### src/verilog/pipePkg.sv
// Pipeline shared definitions
`default_nettype none

package pipePkg;

    localparam logic [5:0] opRtype = 6'h00;
    localparam logic [5:0] opOri = 6'h0d;
    localparam logic [5:0] opLw = 6'h23;
    localparam logic [5:0] opSw = 6'h2b;

    localparam logic [5:0] functAddu = 6'h21;
    localparam logic [5:0] functSubu = 6'h23;
    localparam logic [5:0] functMul = 6'h18; // Low word of the product goes to rd.

    typedef enum logic [2:0] {aluAdd, aluSub, aluOr, aluMul, aluPass} aluOpT;

    typedef enum logic [1:0] {
        fwdNone = 2'b00,
        fwdWb = 2'b01,
        fwdMem = 2'b10
    } fwdSelT;

    typedef struct packed {
        logic valid;
        logic [4:0] rs;
        logic [4:0] rt;
        logic [4:0] writeReg;
        logic regWrite;
        logic memRead;
        logic memWrite;
        logic useImm;
        aluOpT aluOp;
        logic [31:0] rsData;
        logic [31:0] rtData;
        logic [31:0] imm;
    } decExT;

    typedef struct packed {
        logic valid;
        logic [4:0] writeReg;
        logic regWrite;
        logic memRead;
        logic memWrite;
        logic [31:0] result;
        logic [31:0] storeData;
    } exMemT;

    typedef struct packed {
        logic valid;
        logic [4:0] writeReg;
        logic regWrite;
        logic [31:0] wbData;
    } memWbT;

endpackage

`default_nettype wire

### src/verilog/pipeReg.sv
// Pipeline stage register
`timescale 1ns/10ps
`default_nettype none

module pipeReg #(
    parameter type payloadT = pipePkg::memWbT
) (
    input  logic clk,
    input  logic rstN,
    input  logic stall,
    input  logic flush,
    input  payloadT d,
    output payloadT q
);

    payloadT bubble;

    always_comb
    begin
        bubble = d;
        bubble.valid = 1'b0; // Payload kept, only the slot is emptied.
    end

    always_ff @(posedge clk or negedge rstN)
    begin
        if (!rstN)
            q <= '0;
        else if (!stall)
            q <= flush ? bubble : d;
    end

endmodule

`default_nettype wire

### config.mk
export PLATFORM = sky130hd
export DESIGN_NAME = pipeReg
export DESIGN_NICKNAME = d
export VERILOG_FILES = /design/src/verilog/pipePkg.sv /design/src/verilog/pipeReg.sv
export SDC_FILE = /design/constraint.sdc
export NUM_CORES = 1
export LEC_CHECK = 0
export BUFFER_PORTS_ARGS = -buffer_cell sky130_fd_sc_hd__buf_4
export CAP_MARGIN = 20
export CORE_MARGIN = 2
export CORE_UTILIZATION = 30
export DETAILED_ROUTE_END_ITERATION = 7
export SLEW_MARGIN = 20
export SYNTH_ARGS = -nofsm -noshare
export SYNTH_HDL_FRONTEND = slang
export SYNTH_SLANG_ARGS = --single-unit
### constraint.sdc
create_clock -name clk -period 0.9 [get_ports clk]
set_input_delay 0.18 -clock clk [delete_from_list [all_inputs] [get_ports clk]]
set_output_delay 0.18 -clock clk [all_outputs]
set_load 0.005 [all_outputs]
Word-level counts from Yosys, hierarchy flattened
Index checks and enable logic that the tools add are counted.
Widths: inputs -> output; s select.
Operators by class
  shift-type cells: 0
  reductions and logical operators: 0
  bitwise gates (word level): 0
  add/subtract/negate cells: 0
  muxes and demuxes: 1
  multiply operators: 0
  equal/unequal tests: 0
  order comparisons: 0
  divide/modulo/power cells: 0
Operators with widths (count)
  $mux 39: 1
Storage, ports and cells
  bits of input ports: 43
  word-level logic and storage cells: 5
  bits in writable memories: 0
  ROM bits: 0
  register bits: 39
  latch bits: 0
  output and inout port bits: 39
  memories: 0

Longest topological paths before layout
  depth after elaboration: 1
  mapped depth: 3
  gate-level depth less buffers: 2

Worst setup path before layout
Ideal clock, no wire load.
  kind: flip-flop to flip-flop
  start point: register, netlist name q[0]
  end point: register q[0] (netlist name)
  buffers on the path: 0
  data arrival time: 0.614 ns
  slack: 0.161 ns
  data required time: 0.775 ns
  setup time: 0.125 ns
  clock period less this slack: 0.739 ns
  stages on the path, launching flop included: 2
  path through: dfrtp_1 mux2_2
RTL lines
  to (signal assigned): line pipeReg.sv:29  | q <= flush ? bubble : d;
  to (decl): line pipeReg.sv:13  | output payloadT q

Final worst setup path
  start point: register q[3] (netlist name)
  end point: output q[3] (netlist name)
No word-level cell between the ends.

==> metrics.cfg <==
[outcome]
status=complete, but fails checks
failed_checks=setup timing

[placement]
placed_cell_area_sq_um=2166
place_congestion=0.7090
buffer_ports.inserted=81
dpl.hpwl_mm=2.526
dp_slack_ns=-0.05009

[pwr]
power_leakage_nw=1.156
fin_total_pwr_mw=4.044
power_density_nw_per_um2=1649
vdd_drop_max_v=0.0007348

[synth]
synth_area_leader_cell=dfrtp_1
syn_inst=84
yosysTopAreaCellShare_pct=66.67
synth_nets=127
synthDistinctLibCells=6
synthesis.area_sq_um=1464
ys_seq_area_share_pct=66.67
ys_warn_count=0
ys_ff_latch=39
synth.area.top_cells=dfrtp_1 67%, mux2_2 29%, buf_6 3.1%
synth_area_per_cell_sq_um=17.43

[setup_path]
crit_family=flip-flops
worst-path-max-fanout=2
r2r_cells=2
cp_slowest_stage_delay_ns=0.40
crit_type=reg -> out
rr_endpoint=q[22]$_DFFE_PN0N_
critPathRequiredTime_ns=0.72
worstPathArrival_ns=0.81
critPathSlowestCell=dfrtp_1
crit_buf_inv=1
path_cells=buf_6
regToRegStartpoint=q[22]$_DFFE_PN0N_
rrSetupSlack_ns=-0.01
crit_path_end_kind=primary output
cp-startpoint=q[3]$_DFFE_PN0N_
worstSetupStartpointType=register

[clock_tree]
cts_buffer_depth=2
cts-buffers-inserted=5
cts_root_buffer=clkbuf_8
htree_levels=2
clk-insertion-delay-late_ns=0.28
cts_tree=built
clk_pin_slew_worst_paths_ns=0.08
cts.sinks=39

[floorplanning]
die_area_sq_um=5455
start_util_pct=30.99
rows=25
pin_count=82
die_x_um=73.86
core_area_sq_um=4723
fp.dieH_um=73.86

[timing]
slew_headroom_pct=67.90
tightest_slew_ns=0.4815
finalClockSkew_ns=0
maxSlewViolCount=0
rsz0062_at_grt=true
period_minus_slack_ns=0.9912
hold_ws_ns=0.1222
final-setup-viol-count=41
setup_ws_ns=-0.09119
fin_crit_sh_pct=110.1
fin_setup_tns_ns=-3.016
final_hold_viol_count=0
timing.fmax_ghz=1.009

[routing]
num_vias=1057
wirelength_mm=3.470
drt_iter0_drc=24
post_drt_wl_per_cell_um=14.11
vias_per_cell=4.297
ant_nets=0
dr.pass1.iters=4
drc=0

[final_layout]
drive_gt1_share_pct=75.42
nNetsFinal=221
largest_register=q
largest_reg_flops=39
antenna_cells=0
area_growth_pct=67.52
layout_common_cells=49 x buf_4, 39 x buf_6, 39 x dfrtp_1, 36 x mux2_2, 5 x clkbuf_8
final_area_sq_um=2452
final_common_cell=buf_4
reg_top3=q x39

[job]
drv_cap=0

[min_path]
hold_start=d[11]
hold-path-cell-count=2
worstHoldEndpoint=q[11]$_DFFE_PN0N_
hold_class=in -> reg

[global_routing]
track_usage_pct=13.86
grt_pass1_vias=1172
antenna_found_initial=0
grt_max_degree=40
overflow=0
grt_first_pass_wirelength_mm=5.547

[per-layer routing]
layer | GRT usage, % | vias to the layer above | wire (um)
met5 | 0 | - | 0
met4 | 4.848 | 0 | 53
met3 | 6.173 | 6 | 264
met2 | 24.40 | 47 | 1912
met1 | 14.56 | 528 | 1239
li1 | - | 476 | -
[report_power, final]
group,internal (mW),total (mW),switching (mW)
clock network,0.541,1.12,0.581
logic,0.629,0.867,0.239
registers,1.93,2.05,0.127
[kinds of logic (layout without fill, tap and decap cells)]
family | count (synthesis) | in the layout | share of synthesized area, %
flip-flops | 39 | 39 | 66.67
AND/OR/NAND/NOR | 2 | 2 | 0.6838
AO/OA/AOI/OAI | 1 | 1 | 0.3416
buffers and inverters | 4 | 99 | 3.077
multiplexers | 38 | 38 | 29.23
[cells in the mapped netlist]
cell type and count:
nand2_1 1, o21ai_0 1, mux2_2 38, dfrtp_1 39, nand2b_1 1, buf_6 4
[stage by stage]
step / std cells / util, %
2_1_floorplan: 84 / -
3_3_place_gp: 232 / 45.85
3_5_place_dp: 232 / 45.85
4_1_cts: 244 / 51.44
5_1_grt: 246 / 51.92
6_report: 246 / 51.92
[cell type report]
| class | instances | area, sq um |
|---|---|---|
| Clock buffer | 6 | 72.57 |
| Tap cell | 67 | 83.83 |
| Fill cell | 406 | 2271 |
| Sequential cell | 39 | 975.9 |
| Multi-Input combinational cell | 41 | 450.4 |
| Clock inverter | 2 | 12.51 |
| Timing Repair Buffer | 91 | 857.1 |
[what timing repair did]
action	4_1_cts	5_1_grt
hold endpoints to repair	39	0
hold buffers	1	0
resized for setup	39	2
endpoints found under the setup margin	39	42
pin swaps	0	0
buffers inserted	3	2
[how the worst max path moves through the flow]
stage                  endpoint  cells past startpoint  slack, ns
4_1_cts                   q[13]                      1      -0.11
3_5_place_dp   q[3]$_DFFE_PN0N_                      3      -0.05
6_report                   q[3]                      1      -0.09
2_1_floorplan  q[0]$_DFFE_PN0N_                      1       0.16
5_1_grt                   q[13]                      1      -0.14
3_3_place_gp   q[6]$_DFFE_PN0N_                      3      -0.02
No activity file was read; power rests on OpenSTA's default activity.
