File: src/verilog/pipePkg.sv
// Pipeline shared definitions
`default_nettype none

package pipePkg;

    localparam logic [5:0] opRtype = 6'h00;
    localparam logic [5:0] opOri = 6'h0d;
    localparam logic [5:0] opLw = 6'h23;
    localparam logic [5:0] opSw = 6'h2b;

    localparam logic [5:0] functAddu = 6'h21;
    localparam logic [5:0] functSubu = 6'h23;
    localparam logic [5:0] functMul = 6'h18; // Low word of the product goes to rd.

    typedef enum logic [2:0] {aluAdd, aluSub, aluOr, aluMul, aluPass} aluOpT;

    typedef enum logic [1:0] {
        fwdNone = 2'b00,
        fwdWb = 2'b01,
        fwdMem = 2'b10
    } fwdSelT;

    typedef struct packed {
        logic valid;
        logic [4:0] rs;
        logic [4:0] rt;
        logic [4:0] writeReg;
        logic regWrite;
        logic memRead;
        logic memWrite;
        logic useImm;
        aluOpT aluOp;
        logic [31:0] rsData;
        logic [31:0] rtData;
        logic [31:0] imm;
    } decExT;

    typedef struct packed {
        logic valid;
        logic [4:0] writeReg;
        logic regWrite;
        logic memRead;
        logic memWrite;
        logic [31:0] result;
        logic [31:0] storeData;
    } exMemT;

    typedef struct packed {
        logic valid;
        logic [4:0] writeReg;
        logic regWrite;
        logic [31:0] wbData;
    } memWbT;

endpackage

`default_nettype wire

File: src/verilog/decodeStage.sv
// Instruction decode and register file
`timescale 1ns/10ps
`default_nettype none

module decodeStage (
    input  logic clk,
    input  logic rstN,
    input  logic instValid,
    input  logic [31:0] instData,
    input  logic wrEn,
    input  logic [4:0] wrReg,
    input  logic [31:0] wrData,
    output logic [4:0] rs,
    output logic [4:0] rt,
    output pipePkg::decExT decEx
);

    logic [31:0] regFile [32];
    logic [5:0] opcode;
    logic [5:0] funct;
    logic [4:0] rd;
    logic [15:0] imm16;
    logic known;

    assign opcode = instData[31:26];
    assign rs = instData[25:21];
    assign rt = instData[20:16];
    assign rd = instData[15:11];
    assign funct = instData[5:0];
    assign imm16 = instData[15:0];

    always_ff @(posedge clk or negedge rstN)
    begin
        if (!rstN)
        begin
            for (int i = 0; i < 32; i++)
                regFile[i] <= '0;
        end
        else if (wrEn && wrReg != 5'd0)
        begin
            regFile[wrReg] <= wrData;
        end
    end

    // A write from W in this same cycle is seen by the read.
    function automatic logic [31:0] readReg(input logic [4:0] idx);
        logic [31:0] value;
        value = regFile[idx];
        if (idx == 5'd0)
            value = '0;
        else if (wrEn && wrReg == idx)
            value = wrData;
        return value;
    endfunction

    always_comb
    begin
        decEx = '0;
        known = 1'b1;
        decEx.rs = rs;
        decEx.rt = rt;
        decEx.rsData = readReg(rs);
        decEx.rtData = readReg(rt);
        decEx.writeReg = rt;
        decEx.aluOp = pipePkg::aluAdd;
        decEx.imm = {{16{imm16[15]}}, imm16};
        case (opcode)
            pipePkg::opRtype:
            begin
                decEx.writeReg = rd;
                decEx.regWrite = 1'b1;
                case (funct)
                    pipePkg::functAddu: decEx.aluOp = pipePkg::aluAdd;
                    pipePkg::functSubu: decEx.aluOp = pipePkg::aluSub;
                    pipePkg::functMul: decEx.aluOp = pipePkg::aluMul;
                    default: known = 1'b0;
                endcase
            end
            pipePkg::opOri:
            begin
                decEx.regWrite = 1'b1;
                decEx.useImm = 1'b1;
                decEx.aluOp = pipePkg::aluOr;
                decEx.imm = {16'd0, imm16}; // Logical immediate is zero extended.
            end
            pipePkg::opLw:
            begin
                decEx.regWrite = 1'b1;
                decEx.memRead = 1'b1;
                decEx.useImm = 1'b1;
            end
            pipePkg::opSw:
            begin
                decEx.memWrite = 1'b1;
                decEx.useImm = 1'b1;
            end
            default: known = 1'b0;
        endcase
        if (!known)
        begin
            decEx.regWrite = 1'b0;
            decEx.aluOp = pipePkg::aluPass;
        end
        decEx.valid = instValid && known;
    end

endmodule

`default_nettype wire

File: config.mk
export PLATFORM = sky130hd
export DESIGN_NAME = decodeStage
export DESIGN_NICKNAME = d
export VERILOG_FILES = /design/src/verilog/pipePkg.sv /design/src/verilog/decodeStage.sv
export SDC_FILE = /design/constraint.sdc
export NUM_CORES = 2
export LEC_CHECK = 0
export BUFFER_PORTS_ARGS = -buffer_cell sky130_fd_sc_hd__buf_4
export CAP_MARGIN = 10
export CORE_ASPECT_RATIO = 1.75
export CORE_UTILIZATION = 55
export CTS_CLUSTER_DIAMETER = 150
export DETAILED_ROUTE_END_ITERATION = 16
export PLACE_DENSITY = 0.76
export SYNTH_ARGS = -nofsm -noshare
export SYNTH_HDL_FRONTEND = slang
export SYNTH_SLANG_ARGS = --single-unit
File: constraint.sdc
create_clock -name clk -period 2.9 [get_ports clk]
set_input_delay 0.58 -clock clk [delete_from_list [all_inputs] [get_ports clk]]
set_output_delay 0.58 -clock clk [all_outputs]
set_load 0.05 [all_outputs]
Yosys cells after proc, flatten, opt, wreduce, memory -nomap -nowiden
Index checks and enable logic that the tools add are counted.
{"block": "totals", "out_inout_bits": 129, "wordCells": 84, "reg_bits": 1024, "in_bits": 73}
{"block": "op_classes", "eq_ne": 8, "n_mux": 25, "reduce_logical": 12, "n_bitwise": 3, "n_lt_le_gt_ge": 4}
{"op": "bitwise mux 1024 bit", "count": 1}
{"op": "binary-select mux 32 bit (select 5 bit)", "count": 2}
{"op": "2-to-1 mux 32 bit", "count": 10}
{"op": "demux 32 bit (select 5 bit)", "count": 1}
{"op": "== test 6 bit (second input constant)", "count": 4}
{"op": ">= comparator 6 bit (second input constant)", "count": 3}
{"op": "NOT 5 -> 6 bit", "count": 3}
{"op": "== test 5 bit", "count": 2}
{"op": "zero test 5 bit", "count": 2}
{"op": "OR reduction 3 bit", "count": 3}
{"op": "== test 6 x 4 -> 1 bit (second input constant)", "count": 1}
{"op": "== test 6 x 5 -> 1 bit (second input constant)", "count": 1}
{"op": "zero test 6 bit", "count": 1}
{"op": "< comparator 6 x 1 -> 1 bit (second input constant)", "count": 1}
{"op": "2-to-1 mux 1 bit", "count": 6}
{"op": "case mux 3 bit (2 select lines)", "count": 1}
{"op": "logical AND 1 bit", "count": 5}
{"op": "2-to-1 mux 5 bit", "count": 1}
{"op": "nonzero test 5 bit", "count": 1}
{"op": "case mux 2 bit (2 select lines)", "count": 1}
{"op": "2-to-1 mux 3 bit", "count": 1}
{"op": "case mux 1 bit (2 select lines)", "count": 1}

Logic depth before layout (Yosys ltp)
{"block": "depth", "ltp_word": 6, "depth_mapped": 9, "depth_no_buf": 5}

Worst setup path after synthesis
No wires, ideal clock.
{"block": "synth_path", "path_type": "input port to output port", "from": "input port instData[21]", "to": "output port decEx[85] in the netlist's numbering", "cell_stages": 7, "path_buffers": 2, "t_required_ps": 2320, "slack_ps": -1177, "arrival_time_ps": 3497, "cell_sequence": "buf_4 > buf_4 > mux2i_1 > a221oi_1 > o21ai_0 > and3_1 > o311ai_0"}
{"element": "from (decl)", "line": "decodeStage.sv:9", "source": "input logic [31:0] instData,"}
{"element": "to (decl)", "line": "decodeStage.sv:15", "source": "output pipePkg::decExT decEx"}

==> impl_metrics.py <==
metrics = {
    "sta": {
        "max_freq_mhz": 305.0,
        "slew_headroom": 0.4474,
        "finClkSkew_ps": 0,
        "maxSlewViolCount": 0,
        "setup_viol": 64,
        "hold_viol_final": 0,
        "tightestPinTransition_ps": 828.8,
        "period_minus_slack_ps": 3279,
        "setup_ws_ps": -378.6,
        "fin_crit_sh": 1.131,
        "rsz0062_at_grt": "yes",
    },
    "cells_and_area": {
        "largest-register": "regFile",
        "largest_register_ffs": 1024,
        "stdcell_count": 6021,
        "drive_above_1_share": 0.6088,
        "seqCellArea_um2": 25620,
        "reg_top3": "regFile x1024",
        "area_growth_pct": 27.41,
        "fin_area_um2": 71250,
        "fillers": 6031,
        "multi_input_area_um2": 30380,
        "fin_nets": 4680,
    },
    "die": {
        "dieArea_um2": 103000,
        "die_h_um": 423.8,
        "core_area_um2": 100800,
        "boundaryPins": 202,
        "start_util": 0.5549,
        "die_w_um": 243.0,
        "num_rows": 154,
    },
    "pwr": {
        "p_sw_mw": 13.86,
        "max-vdd-ir-drop_uv": 503.4,
        "internal_power_mw": 31.25,
        "p_per_area_nw_per_um2": 633.2,
        "pwr-share-comb": 0.270,
        "swShare": 0.3073,
        "p_leak_nw": 31.28,
        "p_seq_frac": 0.427,
        "share_clk_of_total_power": 0.303,
    },
    "route": {
        "viasPerCell": 7.365,
        "first_pass_iters": 6,
        "vias": 44340,
        "drt_iter0_drc": 5560,
        "wl_per_cell_um": 36.64,
        "postRouteAntennaNets": 0,
        "drc": 0,
        "wirelength_mm": 220.6,
    },
    "setup_path": {
        "endpoint_kind": "primary output",
        "worst-endpoint-arrival_ps": 2700,
        "r2r_start": "regFile[664]",
        "startpoint_type": "register",
        "crit_start": "regFile[967]",
        "critPathMaxFanout": 3,
        "endpoint": "decEx[39]",
        "required_ps": 2320,
        "worstSetupPathType": "reg -> out",
        "worstReg2RegEnd": "regFile[664]",
        "reg2reg_slack_ps": 1880,
        "reg2regPathDepth": 3,
    },
    "synthesis": {
        "synth_area_um2": 55920,
        "yosys-top-cells-area": "dfrtp_1 46%, mux2_2 21%, mux4_2 15%",
        "ys_types": 58,
        "synth_top_area_frac": 0.4582,
        "synth_fp_nets": 4177,
        "synth_seq_area_share": 0.4582,
        "synth_cells": 4104,
        "synth.cells.most_frequent": "1,024 x dfrtp_1, 1,020 x mux2_2, 374 x mux4_2",
        "synth.most_common_cell": "dfrtp_1",
        "yosysWarnings": 0,
        "yosysTopAreaCell": "dfrtp_1",
        "synth_edf_count": 0,
        "synthArstFlopShare": 1.000,
        "ys.flop_type": "dfrtp_1",
        "ys_seq_elements": 1024,
        "avgSynthCellArea_um2": 13.63,
    },
    "global_routing": {
        "grt_usage": 0.4148,
        "grt_pass1_wl_mm": 307.7,
        "antenna_found_initial": 10,
        "grt_max_degree": 104,
        "grt_pass1_vias": 45180,
        "grt.overflow.total": 0,
    },
    "place": {
        "dp.cells": 5665,
        "placed_area_um2": 62880,
        "place_hpwl_mm": 131.3,
        "io_buffers": 191,
        "gp_congestion": 0.9730,
    },
    "run_status": {
        "violations": "negative setup slack",
        "status": "complete, but fails checks",
    },
    "clock_tree": {
        "cts_root_buf": "clkbuf_16",
        "cts_buffers": 94,
        "cts.path.max_buffers": 3,
        "htreeDepth": 3,
        "cts_tree": "done",
        "path_clk_slew_ps": 70,
        "clkLatencyLatePin_ps": 740,
        "clock_sinks": 1024,
    },
    "worst_hold_path": {
        "hold_start": "wrData[17]",
        "min_path_type": "in -> reg",
    },
    "flow_run": {
        "cap_violations": 0,
    },
}
per-stage QoR:
stage | setup TNS (ps) | hold slack (ps) | setup WS [ps] | utilization | power (mW)
floorplan | -797.7 | 284.4 | -262.1 | - | 25.82
global placement | -21840 | 377.0 | -628.8 | 0.6240 | 28.97
detailed placement | -22560 | 381.3 | -585.7 | 0.6240 | 29.49
CTS | -10730 | 131.9 | -274.4 | 0.6872 | 43.88
global route | -15590 | 142.8 | -378.9 | 0.7067 | 46.32
finish | -14190 | 148.1 | -378.6 | 0.7070 | 45.12
power by group through the flow:
stage | clock, mW | sequential (mW) | combinational (mW)
detailed placement | 0 | 19.2 | 10.3
global placement | 0 | 19.0 | 9.98
CTS | 13.6 | 19.0 | 11.3
global route | 14.2 | 19.4 | 12.7
floorplan | 0 | 18.5 | 7.36
finish | 13.7 | 19.2 | 12.2
layer usage:
layer | vias to the layer above | global-route usage | share of wire
li1 | 16630 | - | -
met1 | 22660 | 0.4762 | 0.32
met2 | 3630 | 0.6270 | 0.45
met3 | 1422 | 0.1318 | 0.13
met4 | 4 | 0.3610 | 0.11
met5 | - | 0 | 0.00012
layout by cell type (no fill, tap or decap), types with 25 or more instances in the layout:
master,n
buf_6,103
mux4_2,374
buf_8,55
nor2_1,29
mux2i_1,200
buf_4,581
buf_12,140
dfrtp_1,1024
o21ai_0,113
nor2_4,31
o22ai_2,55
clkbuf_16,106
mux2_2,1012
o21ai_1,28
clkbuf_8,25
o22ai_1,68
nand2_1,122
a21oi_4,25
critical path, cell delays in order, from the launching register on:
cell and delay (ps):
dfrtp_1 420, mux4_2 460, o21ai_1 370, a2111oi_4 150, a211o_4 390, buf_8 170
kinds of logic (layout without fill, tap and decap cells):
| family | count (synthesis) | in the layout | synth area share |
|---|---|---|---|
| compound gates | 527 | 527 | 0.06216 |
| xor+xnor | 10 | 10 | 0.001566 |
| buf+inv | 525 | 1106 | 0.04549 |
| flops | 1024 | 1024 | 0.4582 |
| mux | 1636 | 1636 | 0.3995 |
| other cells | 0 | 10 | 0 |
| simple gates | 382 | 382 | 0.03303 |
layout make-up:
| type | count | share of cell area |
|---|---|---|
| Sequential cell | 1024 | 0.3597 |
| Tap cell | 1326 | 0.02329 |
| Clock inverter | 42 | 0.008289 |
| Timing Repair Buffer | 918 | 0.1429 |
| Antenna cell | 10 | 0.0003512 |
| Inverter | 14 | 0.0007376 |
| Multi-Input combinational cell | 2555 | 0.4264 |
| Clock buffer | 132 | 0.03839 |
worst min path at each step:
stage          slack [ps]            end  depth (start not counted)
2_1_floorplan         280     regFile[0]                          0
5_1_grt               140    regFile[81]                          2
6_report              150    regFile[81]                          2
4_1_cts               130    regFile[81]                          2
3_3_place_gp          380  regFile[1006]                          0
3_5_place_dp          380  regFile[1023]                          0
timing repair:
action / 4_1_cts / 5_1_grt
hold buffers: 1 / 0
setup endpoints to repair: 64 / 64
pin swaps: 120 / 138
setup buffers: 87 / 84
resized for setup: 437 / 249
cloned: 17 / 11
hold endpoints to repair: 28 / 0
No activity file was read; power rests on OpenSTA's default activity.
