### config.mk
export PLATFORM = sky130hd
export DESIGN_NAME = hazardUnit
export DESIGN_NICKNAME = d
export VERILOG_FILES = /design/src/verilog/pipePkg.sv /design/src/verilog/hazardUnit.sv
export SDC_FILE = /design/constraint.sdc
export NUM_CORES = 1
export LEC_CHECK = 0
export BUFFER_PORTS_ARGS = -buffer_cell sky130_fd_sc_hd__buf_2
export CAP_MARGIN = 20
export CORE_AREA = 2 2 96 98
export DETAILED_ROUTE_END_ITERATION = 16
export DIE_AREA = 0 0 98 100
export PLACE_DENSITY = 0.46
export SLEW_MARGIN = 10
export SYNTH_ARGS = -nofsm -noshare
export SYNTH_HDL_FRONTEND = slang
export SYNTH_SLANG_ARGS = --single-unit
### constraint.sdc
create_clock -name vclk -period 3.8
set_clock_uncertainty 0.15 [all_clocks]
set_input_delay 0.57 -clock vclk [all_inputs]
set_output_delay 0.57 -clock vclk [all_outputs]
set_load 0.005 [all_outputs]
### src/verilog/pipePkg.sv
// Pipeline shared definitions
`default_nettype none

package pipePkg;

    localparam logic [5:0] opRtype = 6'h00;
    localparam logic [5:0] opOri = 6'h0d;
    localparam logic [5:0] opLw = 6'h23;
    localparam logic [5:0] opSw = 6'h2b;

    localparam logic [5:0] functAddu = 6'h21;
    localparam logic [5:0] functSubu = 6'h23;
    localparam logic [5:0] functMul = 6'h18; // Low word of the product goes to rd.

    typedef enum logic [2:0] {aluAdd, aluSub, aluOr, aluMul, aluPass} aluOpT;

    typedef enum logic [1:0] {
        fwdNone = 2'b00,
        fwdWb = 2'b01,
        fwdMem = 2'b10
    } fwdSelT;

    typedef struct packed {
        logic valid;
        logic [4:0] rs;
        logic [4:0] rt;
        logic [4:0] writeReg;
        logic regWrite;
        logic memRead;
        logic memWrite;
        logic useImm;
        aluOpT aluOp;
        logic [31:0] rsData;
        logic [31:0] rtData;
        logic [31:0] imm;
    } decExT;

    typedef struct packed {
        logic valid;
        logic [4:0] writeReg;
        logic regWrite;
        logic memRead;
        logic memWrite;
        logic [31:0] result;
        logic [31:0] storeData;
    } exMemT;

    typedef struct packed {
        logic valid;
        logic [4:0] writeReg;
        logic regWrite;
        logic [31:0] wbData;
    } memWbT;

endpackage

`default_nettype wire

### src/verilog/hazardUnit.sv
// Forwarding and stall control
`timescale 1ns/10ps
`default_nettype none

module hazardUnit (
    input  logic [4:0] rsD,
    input  logic [4:0] rtD,
    input  pipePkg::decExT decEx,
    input  pipePkg::exMemT exMem,
    input  pipePkg::memWbT memWb,
    input  logic multBusy,
    output logic stallF,
    output logic stallD,
    output logic stallE,
    output logic flushE,
    output logic flushM,
    output pipePkg::fwdSelT forwardAE,
    output pipePkg::fwdSelT forwardBE
);

    logic memWrites;
    logic wbWrites;
    logic loadUse;

    assign memWrites = exMem.valid && exMem.regWrite;
    assign wbWrites = memWb.valid && memWb.regWrite;

    // The younger result in M wins over the one in W.
    function automatic pipePkg::fwdSelT fwdSelect(input logic [4:0] srcReg);
        pipePkg::fwdSelT sel;
        sel = pipePkg::fwdNone;
        if (srcReg != 5'd0 && memWrites && srcReg == exMem.writeReg)
            sel = pipePkg::fwdMem;
        else if (srcReg != 5'd0 && wbWrites && srcReg == memWb.writeReg)
            sel = pipePkg::fwdWb;
        return sel;
    endfunction

    always_comb
    begin
        forwardAE = fwdSelect(decEx.rs);
        forwardBE = fwdSelect(decEx.rt);
    end

    // A load in E cannot feed D until it reaches W.
    assign loadUse = decEx.valid && decEx.memRead && decEx.writeReg != 5'd0
        && (decEx.writeReg == rsD || decEx.writeReg == rtD);

    assign stallF = loadUse || multBusy;
    assign stallD = loadUse || multBusy;
    assign stallE = multBusy; // Mul holds E until its product is in.
    assign flushE = loadUse;
    assign flushM = multBusy;

endmodule

`default_nettype wire

# ---- After elaboration in Yosys (flattened, before gate mapping)
# Index checks and enable logic that the tools add are counted.
dict set report totals {
  inputBits 242
  regBits 0
  elab_cells 28
}
dict set report classes {
  n_reduce_logical 18
  eq_ne 6
  muxes 4
}
# op count
set ops {}
lappend ops {{5-bit == test} 6}
lappend ops {{5-bit nonzero test} 3}
lappend ops {{1-bit logical AND} 13}
lappend ops {{2-bit two-way mux} 2}
lappend ops {{1-bit logical OR} 2}
lappend ops {{1-bit two-way mux} 2}

# ---- Depth between registers and ports, before layout
# Gate-level depths: netlist of run 1.
dict set report logic_depth {
  ltp_word 5
  depth_mapped 5
}

# ---- Worst setup path before layout of run 1
# Ideal clock, no wire load.
dict set report synth_path {
  kind {input to output}
  start {in decEx[109] (netlist bit)}
  end {out forwardBE[0]}
  n_path_buf 0
  cell_stages 4
  arrival_time_ns 1.571
  path_slack_ns 1.509
  path_cell_list {or4_1 -> nor2_2 -> nor4_1 -> nor4_2}
}
dict set report synth_between {
  elab_chain_len 5
}
# item line
set synth_lines {}
lappend synth_lines {{start: declaration} hazardUnit.sv:8} ;# input pipePkg::decExT decEx,
lappend synth_lines {{5-bit nonzero test} {hazardUnit.sv:32, hazardUnit.sv:34}}
lappend synth_lines {{1-bit logical AND (2 in a row)} hazardUnit.sv:34} ;# else if (srcReg != 5'd0 && wbWrites && srcReg == memWb.writeReg)
lappend synth_lines {{1-bit two-way mux} hazardUnit.sv:34}
lappend synth_lines {{2-bit two-way mux *} hazardUnit.sv:32} ;# if (srcReg != 5'd0 && memWrites && srcReg == exMem.writeReg)
lappend synth_lines {{end: declaration} hazardUnit.sv:18} ;# output pipePkg::fwdSelT forwardBE
# Mark *: on every way between the ends. The rest lies on a longest branch, timed or not.

# ---- Final worst setup path of run 1
dict set report layout_path {
  start {in decEx[114] (netlist bit)}
  end {out forwardAE[0]}
}
dict set report layout_between {
  elab_chain_len 5
}
# item line
set layout_lines {}
lappend layout_lines {{5-bit nonzero test} {hazardUnit.sv:32, hazardUnit.sv:34}}
lappend layout_lines {{1-bit logical AND (2 in a row)} hazardUnit.sv:34}
lappend layout_lines {{1-bit two-way mux} hazardUnit.sv:34}
lappend layout_lines {{2-bit two-way mux *} hazardUnit.sv:32}
lappend layout_lines {{end: declaration} hazardUnit.sv:17} ;# output pipePkg::fwdSelT forwardAE,
# Marked as above.

==> metrics.txt, run 1 <==
outcome=finished clean; Cell variety after synth=20; seq_cells=0; Final ANT Viol Nets=0; Final nets=351; startpoint type of the worst setup path=primary input; required time worst endpoint=approximately 3000 ps; vias=between 500 and 600; Diodes inserted=0; sequential share of the synthesized area=0; WL per Instance=around 9.6 µm; routability cong.=roughly 0.74; Crit Path Class=in -> out; DR pass1 iterations=4; All-Layer GR Usage=0.0399; Place WS=1060 ps; slowest cell delay on critical path=roughly 540 ps; syn_area_per_cell=about 7.8 µm²; Data arrival, critical path=between 1500 and 2000 ps; syn nets=approximately 300; Final Cycle Share=0.694; Cell Chain, Critical Path=buf_2, or4_4, nor2_4, nor4_2, nor4_2, buf_2; fin crit period=around 2600 ps; largest net degree at the start of global routing=5; DR DRC count=0; Post-CTS Setup Bufs=0; Initial Util=0.0519; Rows=35; initial antenna violation count=0; Max VDD drop=roughly 0.000033 V; port bufs=a little over 50; fmax=between 300 and 400 MHz; Worst Hold Class=in -> out; layout cells sized above 1=0.533; fin. max-slew vios=0; post-synth top area share=0.322; PD cells=roughly 89 nW/µm²; Final setup viols=0; vias in the first global route=around 570; mapped cell area=about 460 µm²; Via density=around 2.7; P_leak=between 0.3 and 0.4 nW; Post-Syn Instances=between 50 and 60; Placement Cell Area=around 830 µm²; Detail Placement HPWL=between 2000 and 2500 µm; top post-synthesis cells by area=xnor2_1 32%, xor2_1 21%, nor4_2 8.1%; Slew Limit Headroom=0.677; core region area=8890 µm²; clock buffer count=0; synth warn=0; first-pass GRT wire length=roughly 3100 µm; WP buf/inv=2; HP Start=multBusy; Top Family by Delay on Critical Path=simple AND/OR/NAND/NOR gates; final hold vios=0; Worst Setup SP=decEx[114]; die extent in x=a little under 100 µm; design area=833 µm²; remaining global-route overflow=0; total wire length=roughly 2100 µm; DR iter-0 viols=5; Register Area=0 µm²; # IOs=~250; chip height=approximately 100 µm; max_cap viols=0; CTS resizes=0; Tot Pwr=roughly 0.075 mW; Synth-to-Final Area Change=80.5%; Yosys top cell by area=xnor2_1; RSZ-0062 raised after global routing=false; CP endpoint kind=output pin; Worst-Margin Slew=just under 500 ps; die area=around 9800 µm²; fin worst setup slack=1160 ps; cts hold-fix bufs=0; TNS Setup=0 ps; Slowest cell on crit path=or4_4; largest fanout on the critical path=4
layout make-up:
cell class,instances,area [µm²]
fill,1032,8060
inverter,2,7.51
tap,111,139
timing repair buffer,51,255
multi-input combinational,54,432
worst paths after layout:
check                 endpoint  cells after the start
setup / recovery  forwardAE[0]                      6
hold / removal          flushM                      2
per-layer routing:
layer  vias up  share of wire  GRT usage
met5         -              0          0
met4         0              0          0
met3         0          0.061    0.00279
met2        28           0.40     0.0590
met1       264           0.53     0.0660
li1        305              -          -
cells by family after synthesis:
| logic type | Yosys count | share of synthesized area |
|---|---|---|
| xor gates and xnor gates | 28 | 0.531 |
| AOI/OAI and AO/OA | 5 | 0.0895 |
| and+or+nand+nor | 21 | 0.314 |
| buffers and inverters | 5 | 0.0650 |
cell usage after synthesis:
library cell	count
xnor2_1	17
xor2_1	11
buf_4	3
nand4_1	3
nor2_1	3
nor4_2	3
inv_1	2
nand2_1	2
nand3_1	2
nor3_1	2
or4_1	2
a221o_1	1
a22oi_1	1
nor2_2	1
nor2_4	1
nor4_1	1
o211ai_1	1
o21bai_1	1
o221ai_1	1
or4_4	1
metrics by stage:
step                      cells    util  hold WS [ps]
after floorplan              59       -          1070
after global placement      218  0.0937          1180
after detailed placement    218  0.0937          1180
after CTS                   218  0.0937          1180
after global routing        218  0.0937          1200
final                       218  0.0937          1180
cell usage in the layout, fill, tap and decap left out:
cell / n
a221o_1: 1
a22oi_1: 1
buf_2: 51
inv_1: 2
nand2_1: 2
nand3_1: 2
nand4_1: 3
nor2_1: 3
nor2_2: 1
nor2_4: 1
nor3_1: 2
nor4_1: 1
nor4_2: 3
o211ai_1: 1
o21bai_1: 1
o221ai_1: 1
or4_1: 2
or4_4: 1
xnor2_1: 17
xor2_1: 11
power by group:
| part | switching [mW] | total, mW | internal (mW) |
|---|---|---|---|
| Sequential | 0 | 0 | 0 |
| Clock | 0 | 0 | 0 |
| Combinational | 0.0355 | 0.0746 | 0.0391 |
| Total | 0.0355 | 0.0746 | 0.0391 |
Note: power is estimated with default switching activity, not from simulation.
==> inputs of run 2 (changes only) <==
--- a/config.mk
+++ b/config.mk
@@ -7,10 +7,10 @@
 export LEC_CHECK = 0
 export BUFFER_PORTS_ARGS = -buffer_cell sky130_fd_sc_hd__buf_2
 export CAP_MARGIN = 20
-export CORE_AREA = 2 2 96 98
+export CORE_AREA = 2 2 99 101
 export DETAILED_ROUTE_END_ITERATION = 16
-export DIE_AREA = 0 0 98 100
-export PLACE_DENSITY = 0.46
+export DIE_AREA = 0 0 101 103
+export PLACE_DENSITY = 0.45
 export SLEW_MARGIN = 10
 export SYNTH_ARGS = -nofsm -noshare
 export SYNTH_HDL_FRONTEND = slang
==> constraint.sdc (replaced) <==
create_clock -name vclk -period 2.3
set_clock_uncertainty 0.15 [all_clocks]
set_input_delay 0.345 -clock vclk [all_inputs]
set_output_delay 0.345 -clock vclk [all_outputs]
set_load 0.005 [all_outputs]
==> run 2 against run 1 <==
  * Via count up 1.8%
  * Flip-flop and latch count unchanged
  * Die area increased by 6.2%
  * Critical endpoint is now forwardBE[0]
  * Design area grew 0.45%
==> metrics.txt, run 2 (synthesized netlist as in run 1, its figures left out) <==
Final setup viols=0 (unchanged); CTS resizes=0 (unchanged); TNS Setup=0 ps (unchanged); met1 Use GR=0.0564 (was 0.0660); P_leak=0.334 nW (unchanged); design area=837 µm² (was 833 µm²); PD cells=147 nW/µm² (was 89.5 nW/µm²); initial antenna violation count=0 (unchanged); Final ANT Viol Nets=0 (unchanged); worst hold stages=2 (unchanged); largest fanout on the critical path=3 (was 4); DR iter-0 viols=22 (was 5); filler cell count=1120 (was 1032); fin crit period=between 2000 and 2500 ps; Max VDD drop=0.0000359 V (was 0.0000328 V); layout cells sized above 1=0.533 (unchanged); met2 global-route usage=0.0482 (was 0.0590); fin worst setup slack=148 ps (was 1160 ps); multi-input logic area=432 µm² (unchanged); All-Layer GR Usage=0.0338 (was 0.0399); Tot Pwr=0.123 mW (was 0.0746 mW); remaining global-route overflow=0 (unchanged); Crit Path Class=in -> out (unchanged); Levels on crit path=6 (unchanged); Worst-Margin Slew=527 ps (was 481 ps); final hold vios=0 (unchanged); Rows=36 (was 35); Slowest cell on crit path=or4_1 (was or4_4); vias=608 (was 597); outcome=finished clean (unchanged); max_cap viols=0 (unchanged); required time worst endpoint=1800 ps (was 3080 ps); Slew Limit Headroom=0.646 (was 0.677); Initial Util=0.0488 (was 0.0519); # IOs=251 (unchanged); Final Cycle Share=0.936; Detail Placement HPWL=1870 µm (was 2010 µm); vias in the first global route=490 (was 569); seq_cells=0 (unchanged); die extent in x=101 µm (was 98 µm); Worst Hold Class=in -> out (unchanged); RSZ-0062 raised after global routing=false (unchanged); DR pass1 iterations=4 (unchanged); Final nets=351 (unchanged); most frequent cells in the layout=51 x buf_2, 17 x xnor2_1, 11 x xor2_1 (unchanged); Final Non-Filler Cells=221 (was 218); Place WS=166 ps (was 1060 ps); CP endpoint kind=output pin (unchanged); Register Area=0 µm² (unchanged); Diodes inserted=0 (unchanged); routability cong.=0.720 (was 0.740); die area=10400 µm² (was 9800 µm²); commonest non-fill, non-tap cell in the layout=buf_2 (unchanged); Cell Chain, Critical Path=buf_2, or4_1, nor2_2, nor4_1, nor4_2, buf_2 (was buf_2, or4_4, nor2_4, nor4_2, nor4_2, buf_2); chip height=103 µm (was 100 µm); DR DRC count=0 (unchanged); fin. max-slew vios=0 (unchanged); clock buffer count=0 (unchanged); cts hold-fix bufs=0 (unchanged); layer with the highest usage=met1 (unchanged); WP buf/inv=2 (unchanged); core region area=9460 µm² (was 8890 µm²); Post-CTS Setup Bufs=0 (unchanged); fin util=0.0885 (was 0.0937); WL per Instance=9.08 µm (was 9.57 µm); largest net degree at the start of global routing=5 (unchanged); Placement Cell Area=837 µm² (was 833 µm²); WHS=734 ps (was 1180 ps); Top Family by Delay on Critical Path=simple AND/OR/NAND/NOR gates (unchanged); Synth-to-Final Area Change=81.3% (was 80.5%); Data arrival, critical path=1660 ps (was 1920 ps); Worst path most repeated cell=buf_2; Via density=2.75 (was 2.74); total wire length=2010 µm (was 2090 µm); GR Util met3=0.00339 (was 0.00279); Placed Cells=221 (was 218); port bufs=51 (unchanged); fmax=465 MHz; startpoint type of the worst setup path=primary input (unchanged); slowest cell delay on critical path=530 ps (was 540 ps); first-pass GRT wire length=2760 µm (was 3130 µm)
## run 2: final timing paths
kind	slack (ps)	startpoint	endpoint
max	150	decEx[109]	forwardBE[0]
min	730	multBusy	flushM
## run 2: cell type report
class,instances,area share
timing repair buffer,51,0.305
multi-input combinational,54,0.516
tap,114,0.170
inverter,2,0.00897
## run 2: power by group
| part | switching (mW) | internal, mW | leakage [nW] |
|---|---|---|---|
| combinational | 0.0583 | 0.0645 | 0.334 |
| sequential | 0 | 0 | 0 |
| clock | 0 | 0 | 0 |
| total | 0.0583 | 0.0645 | 0.334 |
## run 2: layer usage
metal | vias to the layer above | wire (µm)
li1 | 305 | -
met1 | 279 | 1030
met2 | 24 | 866
met3 | 0 | 114
met4 | 0 | 0
met5 | - | 0
==> inputs of run 3 (changes only) <==
--- a/config.mk
+++ b/config.mk
@@ -5,12 +5,13 @@
 export SDC_FILE = /design/constraint.sdc
 export NUM_CORES = 1
 export LEC_CHECK = 0
+export ABC_AREA = 1
 export BUFFER_PORTS_ARGS = -buffer_cell sky130_fd_sc_hd__buf_2
 export CAP_MARGIN = 20
-export CORE_AREA = 2 2 99 101
+export CORE_AREA = 2 2 97 99
 export DETAILED_ROUTE_END_ITERATION = 16
-export DIE_AREA = 0 0 101 103
-export PLACE_DENSITY = 0.45
+export DIE_AREA = 0 0 99 101
+export PLACE_DENSITY = 0.48
 export SLEW_MARGIN = 10
 export SYNTH_ARGS = -nofsm -noshare
 export SYNTH_HDL_FRONTEND = slang
==> run 3 against run 2 <==
  * Combinational power rose by 11%
  * Critical path type unchanged
  * Sequential share of layout area stayed put
  * Flip-flop and latch count is the same
  * Highest routed layer is now met4
  * Non-clock buffer count unchanged
  * Largest cell class unchanged
  * Maximum frequency increased by 31%
  * Critical endpoint is now forwardAE[0]
  * Synthesized cell count is 120% higher
  * Power is 11% higher
  * First-iteration DRC count decreased by 41%
  * Largest power group unchanged
  * Via count grew 45%
  * Cell count grew 31%
  * Design area is 17% higher
==> metrics.txt, run 3 <==
largest fanout on the critical path=4 (was 3); Slowest cell on crit path=buf_2 (was or4_1); RSZ-0062 raised after global routing=false (unchanged); clock buffer count=0 (unchanged); Place WS=663 ps (was 166 ps); syn_area_per_cell=4.64 µm² (was 7.83 µm²); TNS Setup=0 ps (unchanged); die extent in x=99 µm (was 101 µm); die area=10000 µm² (was 10400 µm²); syn nets=373 (was 301); Worst Setup SP=decEx[115] (was decEx[109]); Worst-Margin Slew=169 ps (was 527 ps); mapped cell area=608 µm² (was 462 µm²); most frequent cells in the layout=51 x buf_2, 43 x nand2_1, 23 x inv_1, 19 x nor2_1, 8 x nand3_1 (was 51 x buf_2, 17 x xnor2_1, 11 x xor2_1); Register Area=0 µm² (unchanged); Post-Syn Instances=131 (was 59); WL per Instance=7.30 µm (was 9.08 µm); All-Layer GR Usage=0.0383 (was 0.0338); Cell variety after synth=20 (unchanged); Initial Util=0.0677 (was 0.0488); seq_cells=0 (unchanged); fmax=608 MHz (was 465 MHz); routability cong.=0.851 (was 0.720); Diodes inserted=0 (unchanged); Crit Path Class=in -> out (unchanged); top post-synthesis cells by area=nand2_1 27%, inv_1 14%, nor2_1 12% (was xnor2_1 32%, xor2_1 21%, nor4_2 8.1%); layout cells sized above 1=0.352 (was 0.533); filler cell count=1052 (was 1120); DR DRC count=0 (unchanged); Top Family by Delay on Critical Path=simple AND/OR/NAND/NOR gates (unchanged); HP Start=multBusy (unchanged); top-count cell post-synth=nand2_1 (was xnor2_1); required time worst endpoint=1800 ps (about the same); first-pass GRT wire length=3330 µm (was 2760 µm); slowest cell delay on critical path=120 ps (was 530 ps); Final ANT Viol Nets=0 (unchanged); final hold vios=0 (unchanged); # IOs=251 (unchanged); chip height=101 µm (was 103 µm); max_cap viols=0 (unchanged); post-synth top area share=0.265 (was 0.322); WP buf/inv=3 (was 2); DR pass1 iterations=3 (was 4); vias=879 (was 608); largest net degree at the start of global routing=6 (was 5); core region area=8980 µm² (was 9460 µm²); fin. max-slew vios=0 (unchanged); Yosys top cell by area=nand2_1 (was xnor2_1); synth warn=0 (unchanged); P_leak=0.599 nW (was 0.334 nW); Worst Hold Class=in -> out (unchanged); fin crit period=1650 ps (was 2150 ps); Synth-to-Final Area Change=61.1% (was 81.3%); PD cells=139 nW/µm² (was 147 nW/µm²); Via density=3.03 (was 2.75); total wire length=2120 µm (was 2010 µm); Detail Placement HPWL=1960 µm (was 1870 µm); vias in the first global route=755 (was 490); initial antenna violation count=0 (unchanged); Slew Limit Headroom=0.887 (was 0.646); Post-CTS Setup Bufs=0 (unchanged); Final setup viols=0 (unchanged); synth cell count leaders=43 x nand2_1, 23 x inv_1, 19 x nor2_1, 8 x nand3_1, 7 x inv_2 (was 17 x xnor2_1, 11 x xor2_1); Max VDD drop=0.0000436 V (was 0.0000359 V); Rows=35 (was 36); CTS resizes=0 (unchanged); CP endpoint kind=output pin (unchanged); DR iter-0 viols=13 (was 22); sequential share of the synthesized area=0 (unchanged); cts hold-fix bufs=0 (unchanged); Final Cycle Share=0.716 (was 0.936); Data arrival, critical path=1150 ps (was 1660 ps); startpoint type of the worst setup path=primary input (unchanged); outcome=finished clean (unchanged); Final nets=423 (was 351); remaining global-route overflow=0 (unchanged); port bufs=51 (unchanged); Cell Chain, Critical Path=buf_2, inv_1, nand2_1, nor2_1, nand2_1, nand3b_1, nor2_2, nor2_1, buf_2 (was buf_2, or4_1, nor2_2, nor4_1, nor4_2, buf_2); commonest non-fill, non-tap cell in the layout=buf_2 (unchanged); fin worst setup slack=654 ps (was 148 ps)
-- run 3: changes by cell type in the layout (fill, tap and decap cells not counted), moves of 7 or more --
| cell | change |
|---|---|
| inv_1 | +21 |
| xor2_1 | -9 |
| nand2_1 | +41 |
| xnor2_1 | -11 |
| nor2_1 | +16 |
| inv_2 | +7 |
-- run 3: stage by stage --
step	hold slack (ps)	cells	total power [mW]	instance area, µm²	util
floorplan	621	131	0.0731	608	-
global placement	732	290	0.135	980	0.109
detailed placement	737	290	0.136	980	0.109
CTS	738	290	0.137	980	0.109
global route	761	290	0.155	980	0.109
finish	735	290	0.136	980	0.109
-- run 3: cell type report --
| class | count | area (µm²) | share of cell area |
|---|---|---|---|
| inverter | 30 | 113 | 0.115 |
| tap | 111 | 139 | 0.142 |
| multi-input combinational | 98 | 473 | 0.483 |
| timing repair buffer | 51 | 255 | 0.261 |
-- run 3: cells by family (layout without fill, tap and decap cells) --
logic type | Yosys count | after routing | synth area share
simple gates | 81 | 81 | 0.578
buf+inv | 33 | 81 | 0.222
compound gates | 9 | 9 | 0.0844
xor+xnor | 8 | 8 | 0.115
-- run 3: per-layer routing --
| layer | global-route usage | vias to the layer above | share of wire |
|---|---|---|---|
| met4 | 0.00316 | 0 | 0.0076 |
| met2 | 0.0634 | 20 | 0.48 |
| met5 | 0 | - | 0 |
| li1 | - | 485 | - |
| met3 | 0.00277 | 2 | 0.041 |
| met1 | 0.0562 | 372 | 0.47 |
-- run 3: worst paths after layout --
path,end,cells after the start
hold / removal,flushM,2
setup / recovery,forwardAE[0],9
-- run 3: where the power goes --
| group | internal (mW) | switching (mW) | total, mW |
|---|---|---|---|
| Combinational | 0.0634 | 0.0723 | 0.136 |
| Sequential | 0 | 0 | 0 |
| Clock | 0 | 0 | 0 |
| Total | 0.0634 | 0.0723 | 0.136 |
